===== config.mk =====
export PLATFORM = sky130hd
export DESIGN_NAME = spidergon_top
export DESIGN_NICKNAME = d
export VERILOG_FILES = /design/src/rtl/noc_pkg.sv /design/src/rtl/noc_link_if.sv /design/src/rtl/noc_input_port.sv /design/src/rtl/spidergon_node.sv /design/src/rtl/spidergon_top.sv
export VERILOG_INCLUDE_DIRS = /design/src /design/src/rtl
export SDC_FILE = /design/constraint.sdc
export NUM_CORES = 2
export LEC_CHECK = 0
export BUFFER_PORTS_ARGS = -buffer_cell sky130_fd_sc_hd__buf_2
export CORE_MARGIN = 5
export CORE_UTILIZATION = 35
export CTS_CLUSTER_DIAMETER = 150
export CTS_CLUSTER_SIZE = 30
export DETAILED_ROUTE_END_ITERATION = 8
export GPL_TIMING_DRIVEN = 0
export HOLD_SLACK_MARGIN = 0.02
export PLACE_DENSITY_LB_ADDON = 0.3
export SLEW_MARGIN = 20
export SYNTH_ARGS = -nofsm -noshare
export SYNTH_HDL_FRONTEND = slang
export SYNTH_HIERARCHICAL = 1
export SYNTH_SLANG_ARGS = --single-unit

===== constraint.sdc =====
create_clock -name clk -period 5.8 [get_ports clk]
set_clock_uncertainty 0.1 [all_clocks]
set_input_delay 0.58 -clock clk [delete_from_list [all_inputs] [get_ports clk]]
set_output_delay 0.58 -clock clk [all_outputs]
set_load 0.005 [all_outputs]

===== src/rtl/noc_defs.svh =====
// network sizing constants, included by the package, the RTL and the testbench
`ifndef NOC_DEFS_SVH
`define NOC_DEFS_SVH

// node count, must be a multiple of 4 so the quarter split in routing is exact
`define NOC_NUM_NODES 8

// width of the packet payload in bits
`define NOC_PAYLOAD_WIDTH 16

// flits held by one input buffer
`define NOC_BUFFER_DEPTH 4

// occupancy at or above which an input tells its sender to stop
// depth minus this level must cover the flits already in flight on the link
`define NOC_STOP_LEVEL 2

`endif


===== src/rtl/noc_pkg.sv =====
// shared types and the routing rule of the network, imported by every RTL block
`include "noc_defs.svh"

package noc_pkg;

	typedef logic [$clog2(`NOC_NUM_NODES)-1:0] node_id_t;

	typedef logic [`NOC_PAYLOAD_WIDTH-1:0] payload_t;

	// output direction of a node, LOCAL is the eject port
	typedef enum logic [1:0] {
		ANTI_CLOCKWISE = 2'd0,
		CLOCKWISE      = 2'd1,
		ACROSS         = 2'd2,
		LOCAL          = 2'd3
	} port_e;

	// across-first shortest path, from the ring distance to the destination
	function automatic port_e route_dir(node_id_t cur, node_id_t dest);
		int r;
		r = (int'(dest) - int'(cur) + `NOC_NUM_NODES) % `NOC_NUM_NODES;
		if (r == 0)
			return LOCAL;
		if (r <= `NOC_NUM_NODES / 4)
			return CLOCKWISE;
		if (r >= 3 * `NOC_NUM_NODES / 4)
			return ANTI_CLOCKWISE;
		return ACROSS;
	endfunction

endpackage


===== src/rtl/noc_link_if.sv =====
// one directed link between neighbouring nodes, sender to receiver with an on/off stop level
`timescale 1ns/100ps

interface noc_link_if;
	import noc_pkg::*;

	// flit fields, a flit moves in every cycle where valid is high
	logic     valid;
	node_id_t dest;
	node_id_t src;
	payload_t payload;

	// receiver buffer at or above its stop level
	logic     stop;

	modport sender (
		output valid,
		output dest,
		output src,
		output payload,
		input  stop
	);

	modport receiver (
		input  valid,
		input  dest,
		input  src,
		input  payload,
		output stop
	);

endinterface


===== src/rtl/noc_input_port.sv =====
// input buffer of one node port, presents the head flit with its route and drives stop back
`timescale 1ns/100ps
`include "noc_defs.svh"

module noc_input_port (
	input  logic               clk,
	input  logic               reset,
	input  noc_pkg::node_id_t  node_id,
	noc_link_if.receiver       in,
	output logic               head_valid,
	output noc_pkg::node_id_t  head_dest,
	output noc_pkg::node_id_t  head_src,
	output noc_pkg::payload_t  head_payload,
	output noc_pkg::port_e     head_dir,
	input  logic               pop
);
	import noc_pkg::*;

	localparam int DEPTH = `NOC_BUFFER_DEPTH;
	localparam int PTR_W = (DEPTH > 1) ? $clog2(DEPTH) : 1;
	localparam int CNT_W = $clog2(DEPTH + 1);

	// flit storage, split by field
	node_id_t dest_mem    [DEPTH];
	node_id_t src_mem     [DEPTH];
	payload_t payload_mem [DEPTH];

	logic [PTR_W-1:0] wr_ptr;
	logic [PTR_W-1:0] rd_ptr;
	logic [CNT_W-1:0] count;

	// pointer step with wrap at the buffer depth
	function automatic logic [PTR_W-1:0] next_ptr(logic [PTR_W-1:0] ptr);
		if (ptr == PTR_W'(DEPTH - 1))
			return '0;
		return ptr + 1'b1;
	endfunction

	// every valid cycle is a write, there is no acknowledge on the link
	always_ff @(posedge clk)
	begin
		if (in.valid)
		begin
			dest_mem[wr_ptr]    <= in.dest;
			src_mem[wr_ptr]     <= in.src;
			payload_mem[wr_ptr] <= in.payload;
		end
	end

	always_ff @(posedge clk)
	begin
		if (reset)
		begin
			wr_ptr <= '0;
			rd_ptr <= '0;
			count  <= '0;
		end
		else
		begin
			if (in.valid)
				wr_ptr <= next_ptr(wr_ptr);
			if (pop)
				rd_ptr <= next_ptr(rd_ptr);
			case ({in.valid, pop})
				2'b10:   count <= count + 1'b1;
				2'b01:   count <= count - 1'b1;
				default: count <= count;
			endcase
		end
	end

	// head flit, held until the switch grants it
	assign head_valid   = (count != '0);
	assign head_dest    = dest_mem[rd_ptr];
	assign head_src     = src_mem[rd_ptr];
	assign head_payload = payload_mem[rd_ptr];
	assign head_dir     = route_dir(node_id, dest_mem[rd_ptr]);

	// on/off level to the sender, taken from the registered occupancy
	assign in.stop = (count >= CNT_W'(`NOC_STOP_LEVEL));

	// the sender honours stop, so the slack above the stop level is never used up
	assert property (@(posedge clk) disable iff (reset)
		in.valid |-> (count < CNT_W'(DEPTH)))
	else
		$error("input port of node %0d written while full", node_id);

	// the switch only grants a flit that is at the head
	assert property (@(posedge clk) disable iff (reset)
		pop |-> (count != '0))
	else
		$error("input port of node %0d popped while empty", node_id);

endmodule


===== src/rtl/spidergon_node.sv =====
// one router node with four buffered inputs, a round-robin switch and registered outputs
`timescale 1ns/100ps

module spidergon_node #(
	parameter noc_pkg::node_id_t NODE_ID = '0
) (
	input  logic               clk,
	input  logic               reset,
	noc_link_if.receiver       acw_in,
	noc_link_if.receiver       cw_in,
	noc_link_if.receiver       across_in,
	noc_link_if.sender         acw_out,
	noc_link_if.sender         cw_out,
	noc_link_if.sender         across_out,
	input  logic               inject_valid,
	input  noc_pkg::node_id_t  inject_dest,
	input  noc_pkg::payload_t  inject_payload,
	output logic               inject_stop,
	output logic               eject_valid,
	output noc_pkg::node_id_t  eject_src,
	output noc_pkg::payload_t  eject_payload
);
	import noc_pkg::*;

	// inputs and outputs share the index order of port_e, LOCAL is inject or eject
	localparam int NUM_PORTS = 4;
	localparam int NUM_LINKS = 3;

	// local injection enters through the same buffer as a link
	noc_link_if inj_link ();

	logic     [NUM_PORTS-1:0] head_valid;
	node_id_t                 head_dest    [NUM_PORTS];
	node_id_t                 head_src     [NUM_PORTS];
	payload_t                 head_payload [NUM_PORTS];
	port_e                    head_dir     [NUM_PORTS];
	logic     [NUM_PORTS-1:0] pop;

	// req[o][i] and grant[o][i] are indexed by output, then input
	logic [NUM_PORTS-1:0] req   [NUM_PORTS];
	logic [NUM_PORTS-1:0] grant [NUM_PORTS];
	logic [1:0]           win    [NUM_PORTS];
	logic [1:0]           rr_ptr [NUM_PORTS];
	logic [NUM_PORTS-1:0] out_free;

	logic     [NUM_PORTS-1:0] out_valid;
	node_id_t                 out_dest    [NUM_LINKS];
	node_id_t                 out_src     [NUM_PORTS];
	payload_t                 out_payload [NUM_PORTS];

	assign inj_link.valid   = inject_valid;
	assign inj_link.dest    = inject_dest;
	assign inj_link.src     = NODE_ID;
	assign inj_link.payload = inject_payload;
	assign inject_stop      = inj_link.stop;

	noc_input_port i_acw_port (
		.clk(clk), .reset(reset), .node_id(NODE_ID), .in(acw_in),
		.head_valid(head_valid[ANTI_CLOCKWISE]), .head_dest(head_dest[ANTI_CLOCKWISE]),
		.head_src(head_src[ANTI_CLOCKWISE]), .head_payload(head_payload[ANTI_CLOCKWISE]),
		.head_dir(head_dir[ANTI_CLOCKWISE]), .pop(pop[ANTI_CLOCKWISE])
	);

	noc_input_port i_cw_port (
		.clk(clk), .reset(reset), .node_id(NODE_ID), .in(cw_in),
		.head_valid(head_valid[CLOCKWISE]), .head_dest(head_dest[CLOCKWISE]),
		.head_src(head_src[CLOCKWISE]), .head_payload(head_payload[CLOCKWISE]),
		.head_dir(head_dir[CLOCKWISE]), .pop(pop[CLOCKWISE])
	);

	noc_input_port i_across_port (
		.clk(clk), .reset(reset), .node_id(NODE_ID), .in(across_in),
		.head_valid(head_valid[ACROSS]), .head_dest(head_dest[ACROSS]),
		.head_src(head_src[ACROSS]), .head_payload(head_payload[ACROSS]),
		.head_dir(head_dir[ACROSS]), .pop(pop[ACROSS])
	);

	noc_input_port i_inj_port (
		.clk(clk), .reset(reset), .node_id(NODE_ID), .in(inj_link),
		.head_valid(head_valid[LOCAL]), .head_dest(head_dest[LOCAL]),
		.head_src(head_src[LOCAL]), .head_payload(head_payload[LOCAL]),
		.head_dir(head_dir[LOCAL]), .pop(pop[LOCAL])
	);

	// a link output is free while its receiver shows no stop, eject never stalls
	assign out_free[ANTI_CLOCKWISE] = !acw_out.stop;
	assign out_free[CLOCKWISE]      = !cw_out.stop;
	assign out_free[ACROSS]         = !across_out.stop;
	assign out_free[LOCAL]          = 1'b1;

	for (genvar o = 0; o < NUM_PORTS; o++)
	begin : g_out
		always_comb
		begin
			for (int i = 0; i < NUM_PORTS; i++)
				req[o][i] = head_valid[i] && (head_dir[i] == port_e'(o));
		end

		// search from the pointer, first requester wins
		always_comb
		begin : arb
			logic       found;
			logic [1:0] idx;
			found    = 1'b0;
			win[o]   = rr_ptr[o];
			grant[o] = '0;
			for (int k = 0; k < NUM_PORTS; k++)
			begin
				idx = rr_ptr[o] + 2'(k);
				if (!found && req[o][idx])
				begin
					found  = 1'b1;
					win[o] = idx;
				end
			end
			if (found && out_free[o])
				grant[o][win[o]] = 1'b1;
		end

		// pointer moves past the winner
		always_ff @(posedge clk)
		begin
			if (reset)
				rr_ptr[o] <= 2'(ANTI_CLOCKWISE);
			else if (|grant[o])
				rr_ptr[o] <= win[o] + 2'd1;
		end

		always_ff @(posedge clk)
		begin
			if (reset)
				out_valid[o] <= 1'b0;
			else
				out_valid[o] <= |grant[o];
		end

		always_ff @(posedge clk)
		begin
			if (|grant[o])
			begin
				out_src[o]     <= head_src[win[o]];
				out_payload[o] <= head_payload[win[o]];
			end
		end

		if (o != LOCAL)
		begin : g_link
			// only links carry the destination onward
			always_ff @(posedge clk)
			begin
				if (|grant[o])
					out_dest[o] <= head_dest[win[o]];
			end
		end
	end

	// each input requests one output, so at most one arbiter may pick it
	for (genvar i = 0; i < NUM_PORTS; i++)
	begin : g_in
		always_comb
		begin
			pop[i] = 1'b0;
			for (int o = 0; o < NUM_PORTS; o++)
				pop[i] = pop[i] | grant[o][i];
		end

		assert property (@(posedge clk) disable iff (reset)
			$onehot0({grant[3][i], grant[2][i], grant[1][i], grant[0][i]}))
		else
			$error("node %0d input %0d granted twice", NODE_ID, i);
	end

	assign acw_out.valid      = out_valid[ANTI_CLOCKWISE];
	assign acw_out.dest       = out_dest[ANTI_CLOCKWISE];
	assign acw_out.src        = out_src[ANTI_CLOCKWISE];
	assign acw_out.payload    = out_payload[ANTI_CLOCKWISE];

	assign cw_out.valid       = out_valid[CLOCKWISE];
	assign cw_out.dest        = out_dest[CLOCKWISE];
	assign cw_out.src         = out_src[CLOCKWISE];
	assign cw_out.payload     = out_payload[CLOCKWISE];

	assign across_out.valid   = out_valid[ACROSS];
	assign across_out.dest    = out_dest[ACROSS];
	assign across_out.src     = out_src[ACROSS];
	assign across_out.payload = out_payload[ACROSS];

	assign eject_valid   = out_valid[LOCAL];
	assign eject_src     = out_src[LOCAL];
	assign eject_payload = out_payload[LOCAL];

	// a flit on a link was granted while that link's receiver showed no stop
	assert property (@(posedge clk) disable iff (reset)
		acw_out.valid |-> !$past(acw_out.stop))
	else
		$error("node %0d sent anticlockwise against stop", NODE_ID);

	assert property (@(posedge clk) disable iff (reset)
		cw_out.valid |-> !$past(cw_out.stop))
	else
		$error("node %0d sent clockwise against stop", NODE_ID);

	assert property (@(posedge clk) disable iff (reset)
		across_out.valid |-> !$past(across_out.stop))
	else
		$error("node %0d sent across against stop", NODE_ID);

endmodule


===== src/rtl/spidergon_top.sv =====
// spidergon network top, ring and across wiring of all nodes with per-node inject and eject ports
`timescale 1ns/100ps
`include "noc_defs.svh"

module spidergon_top (
	input  logic                        clk,
	input  logic                        reset,
	input  logic [`NOC_NUM_NODES-1:0]   inject_valid,
	input  noc_pkg::node_id_t           inject_dest    [`NOC_NUM_NODES],
	input  noc_pkg::payload_t           inject_payload [`NOC_NUM_NODES],
	output logic [`NOC_NUM_NODES-1:0]   inject_stop,
	output logic [`NOC_NUM_NODES-1:0]   eject_valid,
	output noc_pkg::node_id_t           eject_src      [`NOC_NUM_NODES],
	output noc_pkg::payload_t           eject_payload  [`NOC_NUM_NODES]
);
	import noc_pkg::*;

	localparam int NUM_NODES = `NOC_NUM_NODES;

	// links named by the sending side of node n
	noc_link_if cw_link     [NUM_NODES] ();
	noc_link_if acw_link    [NUM_NODES] ();
	noc_link_if across_link [NUM_NODES] ();

	for (genvar n = 0; n < NUM_NODES; n++)
	begin : g_node
		// n-1 sends clockwise into our anticlockwise side
		// n+1 sends anticlockwise into our clockwise side
		// the opposite node sends across
		spidergon_node #(
			.NODE_ID(node_id_t'(n))
		) i_node (
			.clk            (clk),
			.reset          (reset),
			.acw_in         (cw_link[(n + NUM_NODES - 1) % NUM_NODES]),
			.cw_in          (acw_link[(n + 1) % NUM_NODES]),
			.across_in      (across_link[(n + NUM_NODES / 2) % NUM_NODES]),
			.acw_out        (acw_link[n]),
			.cw_out         (cw_link[n]),
			.across_out     (across_link[n]),
			.inject_valid   (inject_valid[n]),
			.inject_dest    (inject_dest[n]),
			.inject_payload (inject_payload[n]),
			.inject_stop    (inject_stop[n]),
			.eject_valid    (eject_valid[n]),
			.eject_src      (eject_src[n]),
			.eject_payload  (eject_payload[n])
		);
	end

endmodule


==> run_results.csv <==
group,metric,value,unit
logic_synthesis,netlist_top_cells_area,"sky130_fd_sc_hd__edfxtp_1 64%, sky130_fd_sc_hd__mux4_2 15%, sky130_fd_sc_hd__dfxtp_1 3.8%, sky130_fd_sc_hd__mux2i_1 3.1%, sky130_fd_sc_hd__ha_1 2.5%",
timing,grt_setup_unrepaired,"yes",
drt,routed_wirelength,508800,µm
floorplanning,fp.dieArea,0.4948,mm²
timing,hold_slack,0.2856,ns
timing,worst_slew_margin_rel,24.29,%
drt,vias,92559,
floorplanning,floorplan.initialDensity,35.14,%
run_status,outcome,"finished with violations",
logic_synthesis,synthCells,9146,
setup_path,regToRegSetupSlack,0.11,ns
setup_path,cp.required,6.57,ns
logic_synthesis,seq_area_frac_synth,67.33,%
setup_path,critPathMaxStageDelay,0.67,ns
global_route,grt_use_total,20.03,%
setup_path,setup_crit_end_kind,"flip-flop",
cts,cts_tree,"built",
floorplanning,core_region_area,0.4789,mm²
timing,highest_clock_frequency_the_design_can_meet,175.7,MHz
final_layout,syn_to_final_growth,12.37,%
logic_synthesis,synthMostInstantiatedCell,"sky130_fd_sc_hd__edfxtp_1",
setup_path,worst_ep_arrival_time,6.46,ns
drt,wl_per_cell,30.34,µm
setup_path,setup.worst_path.class,"reg -> reg",
logic_synthesis,synth.avg_cell_area,18.40,µm²
timing,period_minus_slack,5.692,ns
cts,clkSlewWorstSetupHoldPaths,0.11,ns
global_route,met3_usage,2.942,%
setup_path,reg2reg_depth,25,
logic_synthesis,yosys_warnings,6,
final_layout,multiInputGateArea,0.05315,mm²
logic_synthesis,yosysUniqueCellTypes,103,
drt,drt_iter0_drc,10722,
drt,vias_per_cell,5.518,
final_layout,fin_util,39.49,%
timing,maxSlewViolCount,0,
min_path,hold-path-cell-count,2,
logic_synthesis,synth_top_area_cell,"sky130_fd_sc_hd__edfxtp_1",
place,place.gp.congestion,0.9015,
logic_synthesis,synth_top_cell_area_share,63.52,%
global_route,number_of_global_route_vias_before_repair,90314,
place,numPortBuffers,329,
final_layout,fillCellCount,43013,
cts,clk_latency,0.94,ns
final_layout,layout.nets,10739,
run_status,failed_checks,"design-rule violations",
timing,finalSetupViolCount,0,
final_layout,post_layout_instance_count_excluding_filler_cells,16773,
setup_path,cp-start-kind,"flip-flop",
final_layout,combined_flip_flop_and_latch_cell_area,0.1134,mm²
floorplanning,die_h,703.4,µm
final_layout,fraction_of_layout_cells_with_a_size_suffix_above_1,25.74,%
setup_path,cp_top_family,"adder cells",
logic_synthesis,synth.cell_area,0.1683,mm²
place,place.detailed.instances,16080,
global_route,initial_antenna_violation_count,104,
cts,cts.sinks,3880,
setup_path,crit_slowest_cell,"sky130_fd_sc_hd__mux4_2",
flow_run,drv.max_cap_violation_count,0,
timing,slew_worst_pin,1.121,ns
cts,clk_path_buf_depth,4,
logic_synthesis,yosys-top-cells-count,"3560 x sky130_fd_sc_hd__edfxtp_1, 1113 x sky130_fd_sc_hd__mux4_2, 526 x sky130_fd_sc_hd__mux2i_1",
cts,cts-buffers-inserted,157,
logic_synthesis,ys.flop_type,"sky130_fd_sc_hd__edfxtp_1",
setup_path,worstSetupPathDepth,25,
global_route,grt_overflow_total,0,
min_path,min-delay-path-class,"in -> reg",
drt,drc_viols,3,
setup_path,worstPathBufferInverterCount,6,
floorplanning,core.rowCount,254,
timing,hold_violations,0,
global_route,grt_busiest_layer,"met2",
floorplanning,floorplan.die.width,703.4,µm
timing,timing.final.ws_setup,0.1078,ns
global_route,grt_met1_use,27.95,%
drt,ant_nets,0,
logic_synthesis,postSynthRegisterBits,3880,
place,dp_hpwl,383700,µm
setup_path,critical_path.max_fanout,7,
timing,layout_worst_path_cycle_share,98.14,%
place,dp_slack,-1.260,ns
drt,number_of_iterations_in_the_first_detailed_routing_pass,9,
floorplanning,io_pins,330,
logic_synthesis,proportion_of_synthesized_flip_flops_having_asynchronous_set_or_reset,0,%
cts,cts_max_level,4,
logic_synthesis,edff_count_synth,3560,
global_route,globalRouteMet2Util,31.48,%
global_route,grt_start_max_net_pins,83,
cts,root_buffer,"sky130_fd_sc_hd__clkbuf_16",
global_route,global_route_wire_length_before_repair,701000,µm
-- path summary, 6_finish.rpt --
kind	start	to
setup / recovery	flip-flop	g_node[3].i_node/i_across_port/count[1]
hold / removal	inject_payload[57]	g_node[4].i_node/i_inj_port/payload_mem[0][9]
setup reg to reg	flip-flop	g_node[3].i_node/i_across_port/count[1]
hold reg to reg	g_node[0].i_node/out_src[0][2]	g_node[7].i_node/i_cw_port/src_mem[2][2]
-- timing repair --
item	4_1_cts	5_1_grt
setup endpoints to repair	657	408
resized for setup	282	277
endpoints found under the hold margin	664	0
buffers inserted	73	107
pin swaps	38	66
hold buffers	162	0
cloned	4	1
-- state kept, by name, indices dropped and copies added, names as in the netlist, 24 cells and up, named ones only --
| register | cells |
|---|---|
| g_node.i_node/i_across_port/count | 24 |
| g_node.i_node/i_across_port/dest_mem | 96 |
| g_node.i_node/i_across_port/payload_mem | 512 |
| g_node.i_node/i_across_port/src_mem | 96 |
| g_node.i_node/i_acw_port/count | 24 |
| g_node.i_node/i_acw_port/dest_mem | 96 |
| g_node.i_node/i_acw_port/payload_mem | 512 |
| g_node.i_node/i_acw_port/src_mem | 96 |
| g_node.i_node/i_cw_port/count | 24 |
| g_node.i_node/i_cw_port/dest_mem | 96 |
| g_node.i_node/i_cw_port/payload_mem | 512 |
| g_node.i_node/i_cw_port/src_mem | 96 |
| g_node.i_node/i_inj_port/count | 24 |
| g_node.i_node/i_inj_port/dest_mem | 96 |
| g_node.i_node/i_inj_port/payload_mem | 512 |
| g_node.i_node/i_inj_port/src_mem | 96 |
| g_node.i_node/out_dest | 72 |
| g_node.i_node/out_payload | 512 |
| g_node.i_node/out_src | 96 |
| g_node.i_node/rr_ptr | 64 |
-- layout make-up --
| class | instances | area share (%) |
|---|---|---|
| antenna | 72 | 0.09527 |
| buffer | 371 | 1.447 |
| clock buffer | 260 | 2.321 |
| clock inverter | 23 | 0.2064 |
| inverter | 470 | 0.9494 |
| multi-input combinational | 4595 | 28.10 |
| sequential | 3880 | 59.95 |
| tap | 6400 | 4.234 |
| timing repair buffer | 698 | 2.676 |
| timing repair inverter | 4 | 0.01323 |
-- layout by cell type (no fill, tap or decap), drive strengths merged, types with 72 or more instances in the layout --
master and n:
nand3 218, dlygate4sd3 162, diode 72, inv 477, nand2 94, clkbuf 413, a21oi 211, mux2i 526
ha 336, nor3 99, and2 162, dfxtp 320, buf 754, o211ai 98, conb 192, xor2 96
nor2 377, nand4 78, o21ai 230, edfxtp 3560, mux4 1120
-- cells by family after synthesis --
kind of cell	Yosys count	synth area share (%)
AO/OA/AOI/OAI	842	3.584
XOR/XNOR	160	0.9754
adder cells (fa/ha/maj)	400	3.259
buffers and inverters	850	2.306
flip-flops	3880	67.33
multiplexers	1646	18.13
other	14	0.03122
AND/OR/NAND/NOR	1354	4.384
-- per-layer routing --
metal | vias up | wire length [µm]
met5 | - | 70
met4 | 10 | 25020
met3 | 639 | 38980
met2 | 3918 | 236400
met1 | 49347 | 208300
li1 | 38645 | -
-- worst register-to-register path, cell delays in order, from the launching register on --
cell and delay (ns):
sky130_fd_sc_hd__dfxtp_4 0.40, sky130_fd_sc_hd__mux4_2 0.67, sky130_fd_sc_hd__inv_1 0.11, sky130_fd_sc_hd__ha_1 0.14, sky130_fd_sc_hd__inv_1 0.05, sky130_fd_sc_hd__fa_2 0.34, sky130_fd_sc_hd__xor2_1 0.17, sky130_fd_sc_hd__xnor2_2 0.22
sky130_fd_sc_hd__nor2_2 0.07, sky130_fd_sc_hd__xnor2_2 0.27, sky130_fd_sc_hd__nand3b_1 0.21, sky130_fd_sc_hd__buf_4 0.15, sky130_fd_sc_hd__nand2_1 0.05, sky130_fd_sc_hd__o211ai_1 0.23, sky130_fd_sc_hd__nand3_2 0.15, sky130_fd_sc_hd__buf_12 0.17
sky130_fd_sc_hd__ha_1 0.21, sky130_fd_sc_hd__a222oi_1 0.57, sky130_fd_sc_hd__nand2_2 0.11, sky130_fd_sc_hd__buf_6 0.17, sky130_fd_sc_hd__ha_1 0.24, sky130_fd_sc_hd__inv_1 0.08, sky130_fd_sc_hd__fa_1 0.42, sky130_fd_sc_hd__nor2_2 0.11
sky130_fd_sc_hd__a21oi_1 0.07, sky130_fd_sc_hd__nor2_1 0.16
-- per-stage QoR --
step                      setup TNS (ns)  cell area [µm²]
final                                  0           189100
after global routing             -0.6595           189100
after CTS                              0           187100
after detailed placement         -340.11           179200
after global placement           -544.59           178600
after floorplan                        0           169000
Power is left out: the tool's default activity adds up to more than one toggle a clock period on the data nets, which glitch-free logic cannot reach.
